File: src/verilog/defs_pkg.sv
// Shared types and compressed-opcode patterns for the decode front
// Patterns are casez wildcards over the 16-bit RVC encoding

package defs_pkg;

  typedef logic [4:0]  reg_addr_t; // GPR index
  typedef logic [31:0] instr_t;    // Full instruction word
  typedef logic [15:0] cinstr_t;   // Compressed encoding

  // Quadrant 0
  localparam cinstr_t C_ADDI4SPN = 16'b000???????????00;
  localparam cinstr_t C_LW       = 16'b010???????????00;
  localparam cinstr_t C_SW       = 16'b110???????????00;

  // Quadrant 1
  localparam cinstr_t C_NOP      = 16'b000?00000?????01; // rd == x0, must precede C_ADDI
  localparam cinstr_t C_ADDI     = 16'b000???????????01;
  localparam cinstr_t C_JAL      = 16'b001???????????01; // RV32 only
  localparam cinstr_t C_LI       = 16'b010???????????01;
  localparam cinstr_t C_ADDI16SP = 16'b011?00010?????01; // rd == sp
  localparam cinstr_t C_SRLI     = 16'b100?00????????01;
  localparam cinstr_t C_SRAI     = 16'b100?01????????01;
  localparam cinstr_t C_ANDI     = 16'b100?10????????01;
  localparam cinstr_t C_SUB      = 16'b100011???00???01;
  localparam cinstr_t C_XOR      = 16'b100011???01???01;
  localparam cinstr_t C_OR       = 16'b100011???10???01;
  localparam cinstr_t C_AND      = 16'b100011???11???01;
  localparam cinstr_t C_J        = 16'b101???????????01;
  localparam cinstr_t C_BEQZ     = 16'b110???????????01;
  localparam cinstr_t C_BNEZ     = 16'b111???????????01;

  // Quadrant 2
  // The 100x group overlaps, so C_JR sits ahead of C_MV and
  // C_EBREAK ahead of C_JALR ahead of C_ADD in any casez
  localparam cinstr_t C_SLLI     = 16'b000???????????10;
  localparam cinstr_t C_LWSP     = 16'b010???????????10;
  localparam cinstr_t C_JR       = 16'b1000?????0000010; // rs2 == x0
  localparam cinstr_t C_MV       = 16'b1000??????????10;
  localparam cinstr_t C_EBREAK   = 16'b1001000000000010;
  localparam cinstr_t C_JALR     = 16'b1001?????0000010; // rs2 == x0
  localparam cinstr_t C_ADD      = 16'b1001??????????10;
  localparam cinstr_t C_SWSP     = 16'b110???????????10;

endpackage

File: src/verilog/rf_read_if.sv
// Two combinational read ports of the general-purpose register file

`timescale 1ns/1ns

interface rf_read_if #(
  parameter int DATA_W = 32
);

  defs_pkg::reg_addr_t rs1_addr;
  defs_pkg::reg_addr_t rs2_addr;
  logic [DATA_W-1:0]   rs1_data;
  logic [DATA_W-1:0]   rs2_data;

  modport reader (
    output rs1_addr, rs2_addr,
    input  rs1_data, rs2_data
  );

  modport file (
    input  rs1_addr, rs2_addr,
    output rs1_data, rs2_data
  );

endinterface

File: src/verilog/dec_comp_gpr.sv
// RVC register-field expansion
// Maps a 16-bit compressed encoding onto full rd/rs1/rs2 indices

`timescale 1ns/1ns

module dec_comp_gpr (
  input  logic                en,
  input  defs_pkg::cinstr_t   instr,
  output defs_pkg::reg_addr_t rd_addr,
  output defs_pkg::reg_addr_t rs1_addr,
  output defs_pkg::reg_addr_t rs2_addr
);

  localparam defs_pkg::reg_addr_t X0 = 5'd0;
  localparam defs_pkg::reg_addr_t RA = 5'd1;
  localparam defs_pkg::reg_addr_t SP = 5'd2;

  defs_pkg::reg_addr_t r_full;  // Bits 11:7
  defs_pkg::reg_addr_t r_p97;   // Prime register from bits 9:7
  defs_pkg::reg_addr_t r_p42;   // Prime register from bits 4:2
  defs_pkg::reg_addr_t r_62;    // Bits 6:2

  assign r_full = instr[11:7];
  assign r_p97  = {2'b01, instr[9:7]};
  assign r_p42  = {2'b01, instr[4:2]};
  assign r_62   = instr[6:2];

  always_comb begin
    rd_addr  = r_full;
    rs1_addr = X0;
    rs2_addr = X0;
    if (en) begin
      casez (instr)
        defs_pkg::C_ADDI4SPN: begin
          rd_addr  = r_p42;
          rs1_addr = SP;
        end
        defs_pkg::C_LW: begin
          rd_addr  = r_p42;
          rs1_addr = r_p97;
        end
        defs_pkg::C_SW: begin
          rs1_addr = r_p97;
          rs2_addr = r_p42;
        end
        defs_pkg::C_NOP:  rd_addr = X0;
        defs_pkg::C_ADDI: rs1_addr = r_full;
        defs_pkg::C_JAL:  rd_addr = RA; // Link to ra
        defs_pkg::C_LI:   rs1_addr = X0;
        defs_pkg::C_ADDI16SP: begin
          rd_addr  = SP;
          rs1_addr = SP;
        end
        defs_pkg::C_SRLI,
        defs_pkg::C_SRAI,
        defs_pkg::C_ANDI: begin
          rd_addr  = r_p97;
          rs1_addr = r_p97;
        end
        defs_pkg::C_SUB,
        defs_pkg::C_XOR,
        defs_pkg::C_OR,
        defs_pkg::C_AND: begin
          rd_addr  = r_p97;
          rs1_addr = r_p97;
          rs2_addr = r_p42;
        end
        defs_pkg::C_J: rd_addr = X0;
        defs_pkg::C_BEQZ,
        defs_pkg::C_BNEZ: begin
          rs1_addr = r_p97; // Compared against x0
          rs2_addr = X0;
        end
        defs_pkg::C_SLLI: rs1_addr = r_full;
        defs_pkg::C_LWSP: rs1_addr = SP;
        defs_pkg::C_JR: begin
          rd_addr  = X0;
          rs1_addr = r_full;
        end
        defs_pkg::C_MV: begin
          rs1_addr = X0;
          rs2_addr = r_62;
        end
        defs_pkg::C_EBREAK: begin
          rd_addr = X0;
        end
        defs_pkg::C_JALR: begin
          rd_addr  = RA;
          rs1_addr = r_full;
        end
        defs_pkg::C_ADD: begin
          rs1_addr = r_full;
          rs2_addr = r_62;
        end
        defs_pkg::C_SWSP: begin
          rs1_addr = SP;
          rs2_addr = r_62;
        end
        default: begin
          rs1_addr = X0; // Unlisted encodings, e.g. C.LUI
        end
      endcase
    end
  end

endmodule

File: src/verilog/decode_gpr.sv
// GPR address decode for 16- and 32-bit instruction words
// Compressed words go through the RVC expander, others use standard fields

`timescale 1ns/1ns

module decode_gpr (
  input  defs_pkg::instr_t    instr,
  output defs_pkg::reg_addr_t rd_addr,
  output defs_pkg::reg_addr_t rs1_addr,
  output defs_pkg::reg_addr_t rs2_addr
);

  logic                comp;
  defs_pkg::reg_addr_t c_rd_addr;
  defs_pkg::reg_addr_t c_rs1_addr;
  defs_pkg::reg_addr_t c_rs2_addr;

  assign comp = (instr[1:0] != 2'b11); // Low bits 11 mean a 32-bit word

  dec_comp_gpr u_comp (
    .en       (comp),
    .instr    (instr[15:0]),
    .rd_addr  (c_rd_addr),
    .rs1_addr (c_rs1_addr),
    .rs2_addr (c_rs2_addr)
  );

  assign rd_addr  = comp ? c_rd_addr  : instr[11:7];
  assign rs1_addr = comp ? c_rs1_addr : instr[19:15];
  assign rs2_addr = comp ? c_rs2_addr : instr[24:20];

endmodule

File: src/verilog/gpr_file.sv
// 32-entry general-purpose register file, x0 hardwired to zero
// Two combinational reads with same-cycle write-back bypass

`timescale 1ns/1ns

module gpr_file #(
  parameter int DATA_W = 32
) (
  input  logic                clk,
  input  logic                rst_n,
  input  logic                wb_en,
  input  defs_pkg::reg_addr_t wb_addr,
  input  logic [DATA_W-1:0]   wb_data,
  rf_read_if.file             rd
);

  logic [DATA_W-1:0] regs [1:31]; // No storage behind x0

  function automatic logic [DATA_W-1:0] read_port(input defs_pkg::reg_addr_t addr);
    logic [DATA_W-1:0] data;
    if (addr == '0) begin
      data = '0;
    end else if (wb_en && (wb_addr == addr)) begin
      data = wb_data; // Bypass
    end else begin
      data = regs[addr];
    end
    return data;
  endfunction

  always_ff @(posedge clk) begin
    if (!rst_n) begin
      for (int k = 1; k < 32; k++) begin
        regs[k] <= '0;
      end
    end else if (wb_en && (wb_addr != '0)) begin
      regs[wb_addr] <= wb_data;
    end
  end

  always_comb begin
    rd.rs1_data = read_port(rd.rs1_addr);
    rd.rs2_data = read_port(rd.rs2_addr);
  end

  // x0 reads as zero on both ports, even while a write targets it
  a_x0_zero : assert property (@(posedge clk) disable iff (!rst_n)
    ((rd.rs1_addr == '0) |-> (rd.rs1_data == '0)) and
    ((rd.rs2_addr == '0) |-> (rd.rs2_data == '0)))
    else $error("x0 read returned nonzero data");

endmodule

File: src/verilog/id_stage.sv
// Decode output stage
// Decodes register fields, reads the GPR file and registers the results

`timescale 1ns/1ns

module id_stage #(
  parameter int DATA_W = 32
) (
  input  logic                clk,
  input  logic                rst_n,
  input  logic                in_valid,
  input  defs_pkg::instr_t    instr,
  output logic                out_valid,
  output defs_pkg::reg_addr_t rd_addr,
  output defs_pkg::reg_addr_t rs1_addr,
  output defs_pkg::reg_addr_t rs2_addr,
  output logic [DATA_W-1:0]   rs1_data,
  output logic [DATA_W-1:0]   rs2_data,
  rf_read_if.reader           rd
);

  defs_pkg::reg_addr_t dec_rd_addr;
  defs_pkg::reg_addr_t dec_rs1_addr;
  defs_pkg::reg_addr_t dec_rs2_addr;

  decode_gpr u_decode (
    .instr    (instr),
    .rd_addr  (dec_rd_addr),
    .rs1_addr (dec_rs1_addr),
    .rs2_addr (dec_rs2_addr)
  );

  // Read the file in the decode cycle
  assign rd.rs1_addr = dec_rs1_addr;
  assign rd.rs2_addr = dec_rs2_addr;

  always_ff @(posedge clk) begin
    if (!rst_n) begin
      out_valid <= 1'b0;
      rd_addr   <= '0;
      rs1_addr  <= '0;
      rs2_addr  <= '0;
      rs1_data  <= '0;
      rs2_data  <= '0;
    end else begin
      out_valid <= in_valid;
      if (in_valid) begin // Hold last values otherwise
        rd_addr  <= dec_rd_addr;
        rs1_addr <= dec_rs1_addr;
        rs2_addr <= dec_rs2_addr;
        rs1_data <= rd.rs1_data;
        rs2_data <= rd.rs2_data;
      end
    end
  end

  // No stale valid may leak out of reset
  a_valid_after_reset : assert property (@(posedge clk)
    $rose(rst_n) |-> !out_valid)
    else $error("out_valid high right after reset release");

endmodule

File: src/verilog/decode_rf_top.sv
// Register-operand front of the RV32IC decode stage
// Decoder and output stage reading a 32-entry GPR file with write-back

`timescale 1ns/1ns

module decode_rf_top #(
  parameter int DATA_W = 32
) (
  input  logic                clk,
  input  logic                rst_n,
  input  logic                in_valid,
  input  defs_pkg::instr_t    instr,
  input  logic                wb_en,
  input  defs_pkg::reg_addr_t wb_addr,
  input  logic [DATA_W-1:0]   wb_data,
  output logic                out_valid,
  output defs_pkg::reg_addr_t rd_addr,
  output defs_pkg::reg_addr_t rs1_addr,
  output defs_pkg::reg_addr_t rs2_addr,
  output logic [DATA_W-1:0]   rs1_data,
  output logic [DATA_W-1:0]   rs2_data
);

  rf_read_if #(.DATA_W(DATA_W)) rf_rd ();

  id_stage #(
    .DATA_W (DATA_W)
  ) u_id_stage (
    .clk       (clk),
    .rst_n     (rst_n),
    .in_valid  (in_valid),
    .instr     (instr),
    .out_valid (out_valid),
    .rd_addr   (rd_addr),
    .rs1_addr  (rs1_addr),
    .rs2_addr  (rs2_addr),
    .rs1_data  (rs1_data),
    .rs2_data  (rs2_data),
    .rd        (rf_rd.reader)
  );

  gpr_file #(
    .DATA_W (DATA_W)
  ) u_gpr_file (
    .clk     (clk),
    .rst_n   (rst_n),
    .wb_en   (wb_en),
    .wb_addr (wb_addr),
    .wb_data (wb_data),
    .rd      (rf_rd.file)
  );

endmodule

File: config.mk
export PLATFORM = sky130hd
export DESIGN_NAME = decode_rf_top
export DESIGN_NICKNAME = d
export VERILOG_FILES = /design/src/verilog/defs_pkg.sv /design/src/verilog/rf_read_if.sv /design/src/verilog/dec_comp_gpr.sv /design/src/verilog/decode_gpr.sv /design/src/verilog/gpr_file.sv /design/src/verilog/id_stage.sv /design/src/verilog/decode_rf_top.sv
export SDC_FILE = /design/constraint.sdc
export NUM_CORES = 2
export LEC_CHECK = 0
export BUFFER_PORTS_ARGS = -buffer_cell sky130_fd_sc_hd__buf_4
export CAP_MARGIN = 20
export CORE_MARGIN = 5
export CORE_UTILIZATION = 40
export CTS_CLUSTER_SIZE = 30
export DETAILED_ROUTE_END_ITERATION = 12
export GPL_TIMING_DRIVEN = 0
export SLEW_MARGIN = 15
export SYNTH_ARGS = -nofsm -noshare
export SYNTH_HDL_FRONTEND = slang
export SYNTH_HIERARCHICAL = 1
export SYNTH_SLANG_ARGS = --single-unit
File: constraint.sdc
create_clock -name clk -period 4.6 [get_ports clk]
set_clock_uncertainty 0.05 [all_clocks]
set_input_delay 0.46 -clock clk [delete_from_list [all_inputs] [get_ports clk]]
set_output_delay 0.46 -clock clk [all_outputs]
set_load 0.01 [all_outputs]
* Yosys cells after proc, flatten, opt, wreduce, memory -nomap -nowiden *
Memories as Yosys holds them, arrays and structs flattened.
Index checks and enable logic that the tools add are counted.
W data, S select, Z words.

word-level totals
  register bits after elaboration = 80
  bits in latches = 0
  bits in writable memories = 992
  bits in read-only memories = 0
  bits of input ports = 73
  logic and storage cells = 85
  memories = 1

cells by class
  $add $sub $neg = 0
  multipliers = 0
  divide/modulo/power cells = 0
  magnitude comparators = 0
  equality and inequality tests = 28
  shifts and indexed selects = 0
  muxes and demuxes = 28
  bitwise logic cells = 0
  reductions and logical operators = 22

memories
  name             words  bits a word  rd ports  clocked after Yosys merged registers in  wr ports  RTL line        RTL
  u_gpr_file.regs  31     32           2         0                                        31        gpr_file.sv:17  logic [DATA_W-1:0] regs [1:31];

operators by type and width
  operator                count
  $mux W32                5
  $pmux W5 S2             5
  $mux W5                 9
  $eq A10 B10 Y1 const B  4
  $reduce_or A32 Y1       1
  $pmux W5 S3             2
  $eq A5 B5 Y1 const B    5
  $pmux W5 S5             1
  $eq A11 B11 Y1 const B  2
  $eq A7 B7 Y1 const B    3
  $pmux W5 S4             1
  $eq A16 B16 Y1 const B  1
  $eq A5 B4 Y1 const B    3
  $logic_not A5 Y1        3
  $reduce_or A13 Y1       1
  $eq A6 B6 Y1 const B    2
  $reduce_or A2 Y1        6
  $eq A10 B1 Y1 const B   1
  $eq A10 B9 Y1 const B   1
  $eq A5 B5 Y1            2
  $reduce_or A3 Y1        3
  $reduce_or A9 Y1        1
  $reduce_or A7 Y1        1
  $reduce_or A6 Y1        1
  other kinds (8)         14

* Depth between registers and ports, before layout *
  depth after elaboration = 12
  gate-level depth with buffers = 19

* By module *
Netlist, hierarchy kept.

modules (own cells, without submodules)
  module        times used  cells each  area each (µm²)  seq. area each (µm²)
  gpr_file      1           3,742       54,681.2         30,749.5
  id_stage      1           256         3,054.2          1,601.5
  dec_comp_gpr  1           114         693.2            0.0
  decode_gpr    1           17          220.2            0.0

* Worst setup path before layout *
No wires, ideal clock.

  path kind = input -> register
  start point = input instr[5]
  end point = register u_id_stage.rs2_data[13]
  data arrival time = 3,977 ps
  data required time = 4,434 ps
  slack = 457 ps
  stages on the path = 17
  buffers on the path = 5
  cell sequence = or3_1 -> or4_4 -> o211a_1 -> a221oi_2 -> nor3b_1 -> mux2_4 -> clkbuf_2 -> buf_4 -> buf_4 -> buf_4 -> nor3_1 -> nand2_1 -> o211a_1 -> buf_2 -> a221o_1 -> mux2i_1 -> nor2b_1

on the way
  cells in the longest elaborated chain, start to end = 10
  elaborated cells between the ends (all ways) = 21
  classes of those cells = eq/ne (8); mux (8); reduce/logical (4); memory (1)

RTL lines
  element                                                                  RTL line             RTL
  start, declared                                                          decode_rf_top.sv:12  input defs_pkg::instr_t instr,
  $eq A11 B11 Y1                                                           dec_comp_gpr.sv:33   casez (instr)
  $mux W5                                                                  dec_comp_gpr.sv:33
  $pmux W5 S2                                                              dec_comp_gpr.sv:33
  $pmux W5 S2 * (2 in series)                                              dec_comp_gpr.sv:33
  net u_id_stage.u_decode.c_rs2_addr[0]                                    decode_gpr.sv:16     defs_pkg::reg_addr_t c_rs2_addr;
  $mux W5 *                                                                decode_gpr.sv:30     assign rs2_addr = comp ? c_rs2_addr : instr[24:20];
  net rf_rd.rs2_addr[0]                                                    rf_read_if.sv:10     defs_pkg::reg_addr_t rs2_addr;
  parallel branches: the longest is 3 deep, another holds $mem_v2 Z31 W32  -
  $mux W32 *                                                               gpr_file.sv:21       if (addr == '0) begin
  net rf_rd.rs2_data[13]                                                   rf_read_if.sv:12     logic [DATA_W-1:0] rs2_data;
  end signal, assigned                                                     id_stage.sv:52       rs2_data <= rd.rs2_data;
  end, declared                                                            id_stage.sv:18       output logic [DATA_W-1:0] rs2_data,

Mark *: on every way through the listed nets, which the timed path passes.
A chain may end at the register's enable or synchronous reset.

* Worst setup path after layout *
  start point = input instr[0]
  end point = register u_id_stage.rs1_data[11]

on the way
  cells in the longest elaborated chain, start to end = 11
  elaborated cells between the ends (all ways) = 45
  classes of those cells = eq/ne (27); mux (8); reduce/logical (9); memory (1)

RTL lines
  element                                                                  RTL line            RTL
  $eq A6 B6 Y1 / $eq A5 B5 Y1 (equally long branches)                      dec_comp_gpr.sv:33
  $pmux W5 S2                                                              dec_comp_gpr.sv:33
  $mux W5 (2 in series)                                                    dec_comp_gpr.sv:33
  $pmux W5 S4                                                              dec_comp_gpr.sv:33
  $pmux W5 S3 *                                                            dec_comp_gpr.sv:33
  net u_id_stage.u_decode.c_rs1_addr[1]                                    decode_gpr.sv:15    defs_pkg::reg_addr_t c_rs1_addr;
  $mux W5 *                                                                decode_gpr.sv:29    assign rs1_addr = comp ? c_rs1_addr : instr[19:15];
  net rf_rd.rs1_addr[1]                                                    rf_read_if.sv:9     defs_pkg::reg_addr_t rs1_addr;
  parallel branches: the longest is 3 deep, another holds $mem_v2 Z31 W32  -
  $mux W32 *                                                               gpr_file.sv:21
  net rf_rd.rs1_data[11]                                                   rf_read_if.sv:11    logic [DATA_W-1:0] rs1_data;
  end signal, assigned                                                     id_stage.sv:51      rs1_data <= rd.rs1_data;
  end, declared                                                            id_stage.sv:17      output logic [DATA_W-1:0] rs1_data,

Marked as above.

==> results.sh <==
export IMPL_finalHoldViolCount=0
export IMPL_power_switching_mw=7.47
export IMPL_numCtsBuffers=119
export IMPL_die_h_um=393
export IMPL_crit_cells=18
export IMPL_synthTopCellsByArea="edfxtp_1 52%, mux4_2 15%, and2_1 11%"
export IMPL_core_area_mm2=0.146
export IMPL_yosysSeqAreaShare=0.552
export IMPL_status="finished, violations left"
export IMPL_synth_most_common_cell="edfxtp_1"
export IMPL_p_comb_frac=0.178
export IMPL_dp_cells=6303
export IMPL_die_area_mm2=0.154
export IMPL_viasPerCell=6.46
export IMPL_end_kind="flip-flop"
export IMPL_critPathTopFamily="buffers and inverters"
export IMPL_final_cell_area_mm2=0.0695
export IMPL_timing_hold_ws_ns=0.0592
export IMPL_cts_clk_slew_worst_paths_ns=0.06
export IMPL_critPathSlowestCell="or4_4"
export IMPL_antenna_found_initial=16
export IMPL_fin_cells=6571
export IMPL_min_period_ns=4.66
export IMPL_layout_drive_gt1_share=0.244
export IMPL_fillers=12800
export IMPL_arrival_ns=5.27
export IMPL_cp_required_ns=5.21
export IMPL_synth_distinct_cells=68
export IMPL_dr_pass1_iters=6
export IMPL_first_iter_violations=6576
export IMPL_async_flop_share=0
export IMPL_wl_per_cell_um=39.5
export IMPL_nets=4613
export IMPL_routed_wirelength_um=259000
export IMPL_slowest_delay_ns=0.61
export IMPL_numPortBuffers=141
export IMPL_worst_slack_ns=-0.0619
export IMPL_crit_buf_inv=6
export IMPL_cpMostUsedCell="buf_2"
export IMPL_fmax_mhz=215
export IMPL_pin_count=153
export IMPL_ys_ff_latch=1104
export IMPL_violations="negative setup slack"
export IMPL_cts_tree="yes"
export IMPL_p_clk_frac=0.370
export IMPL_ys_flop_type="edfxtp_1"
export IMPL_htree_levels=3
export IMPL_postSynthCellCount=4129
export IMPL_synth_common_cells="1024 x edfxtp_1, 995 x and2_1, 388 x mux4_2"
export IMPL_synth_area_leader_cell="edfxtp_1"
export IMPL_rrSetupSlack_ns=1.91
export IMPL_setup_viol=14
export IMPL_hold_class="input pin to flip-flop"
export IMPL_die_width_um=393
export IMPL_drc_errors=0
export IMPL_dp_final_hpwl_um=190000
export IMPL_drv_cap=0
export IMPL_overflow=0
export IMPL_clkLatencyLatePin_ns=0.78
export IMPL_path_class="input pin to flip-flop"
export IMPL_area_growth_synth_to_final_pct=18.4
export IMPL_synth_edf_count=1024
export IMPL_cts_max_path_buffers=3
export IMPL_rows=140
export IMPL_reg2regPathDepth=8
export IMPL_intPower_mw=18.7
export IMPL_synth_top_area_share=0.524
export IMPL_leakagePower_nw=23.8
export IMPL_dpl_cell_area_mm2=0.0645
export IMPL_path_cells="buf_4 > buf_2 > nand2b_1 > or4_4 > o211ai_1 > o21ai_1 > a31oi_1 > mux2_2 > buf_6 > buf_2 > clkbuf_2 > buf_8 > mux4_2 > a21oi_1 > a22oi_1 > a22o_1 > mux2i_1 > nor2b_1"
export IMPL_grt_usage=0.330
export IMPL_rsz0062_at_grt="yes"
export IMPL_gp_congestion=1.07
export IMPL_grt_pass1_vias=40700
export IMPL_whs_path_depth=4
export IMPL_initial_core_util=0.402
export IMPL_irDropWorstVdd_uv=286
export IMPL_avgSynthCellArea_um2=14.2
export IMPL_grt_max_degree=21
export IMPL_yosys_warnings=6
export IMPL_slew_violations=0
export IMPL_ant_nets=0
export IMPL_switching_share=0.285
export IMPL_clkSinkCount=1104
export IMPL_worst_pin_slew_ns=1.30
export IMPL_pwr_share_seq=0.452
export IMPL_slew_headroom=0.131
export IMPL_crit_path_max_fanout=10
export IMPL_vias=42500
export IMPL_start_kind="input pin"
export IMPL_grt_pass1_wl_um=343000
export IMPL_synth_area_mm2=0.0586
export IMPL_clock_root_buffer="clkbuf_16"
export IMPL_p_per_area_mw_per_mm2=377
export IMPL_fin_util=0.477
export IMPL_finalCritPeriodShare=1.01
## logic make-up after synthesis
kind of cell / synth area share
AO/OA/AOI/OAI: 0.0680
XOR/XNOR: 0.00164
buffers and inverters: 0.0339
flip-flops: 0.552
multiplexers: 0.215
other: 0.0000639
AND/OR/NAND/NOR: 0.130
## path summary, 6_finish.rpt
check / start / end
setup / recovery: instr[0] / u_id_stage/rs1_data[11]
hold / removal: instr[20] / u_id_stage/rs2_addr[0]
hold reg to reg: u_id_stage/rs1_data[18] / u_id_stage/rs1_data[18]
setup reg to reg: u_gpr_file/regs[13][14] / u_id_stage/rs1_data[14]
## cell type report
cell class,instances,area (um^2),share of cell area
Clock buffer,168,3550,0.0511
Antenna cell,11,27.5,0.000396
Sequential cell,1104,32400,0.466
Clock inverter,56,377,0.00542
Timing Repair Buffer,265,3310,0.0476
Inverter,8,30.0,0.000432
Tap cell,1917,2400,0.0345
Buffer,433,2240,0.0322
Multi-Input combinational cell,2609,25200,0.362
## power groups by stage
stage,sequential [mW],clock [mW],combinational (mW)
2_1_floorplan,12.0,0,2.18
3_3_place_gp,12.1,0,4.07
3_5_place_dp,12.0,0,4.36
4_1_cts,11.8,9.77,4.48
5_1_grt,11.9,10.2,4.67
6_report,11.8,9.68,4.66
## flip-flops by register name, summed over array words and instances, names as in the netlist
| register | flops |
|---|---|
| u_gpr_file/regs | 1024 |
| u_id_stage/rd_addr | 5 |
| u_id_stage/rs1_data | 32 |
| u_id_stage/out_valid | 1 |
| u_id_stage/rs1_addr | 5 |
| u_id_stage/rs2_addr | 5 |
| u_id_stage/rs2_data | 32 |
## cells in the final DEF (no fill, tap or decap), drive strengths merged, types with 59 or more instances in the layout
cell    Yosys  layout
a22oi     135     135
clkbuf    313     482
edfxtp   1024    1024
dfxtp      80      80
mux2i     360     360
nor2       59      59
a21oi      88      88
and2      997     997
buf       126     346
mux4      388     388
nor2b      89      89
## stage by stage
step / total power [mW] / TNS, ns / setup slack, ns
floorplan: 14.2 / 0 / 0.457
global route: 26.8 / -0.0878 / -0.0331
CTS: 26.1 / 0 / 0.00611
finish: 26.2 / -0.357 / -0.0619
detailed placement: 16.4 / -104.87 / -2.18
global placement: 16.2 / -2953.21 / -3.41
## routing by layer
metal / GRT usage / up-vias / share of wire
met5: 0.0118 / - / 0.0014
met4: 0.214 / 10 / 0.081
li1: - / 16700 / -
met3: 0.101 / 669 / 0.12
met1: 0.433 / 22000 / 0.37
met2: 0.474 / 3127 / 0.42
## worst min-delay path, delay by kind of cell
family / cells / cell delay, ns
muxes: 2 / 0.20
and+or+nand+nor: 1 / 0.09
buffers and inverters: 1 / 0.08
## what timing repair did
| action | in CTS | in global routing |
|---|---|---|
| pin swaps | 0 | 2 |
| hold endpoints to repair | 40 | 0 |
| resized for setup | 133 | 91 |
| endpoints found under the setup margin | 64 | 64 |
| hold buffers | 32 | 0 |
| buffers inserted | 4 | 3 |
(Power assumes the default switching activity.)
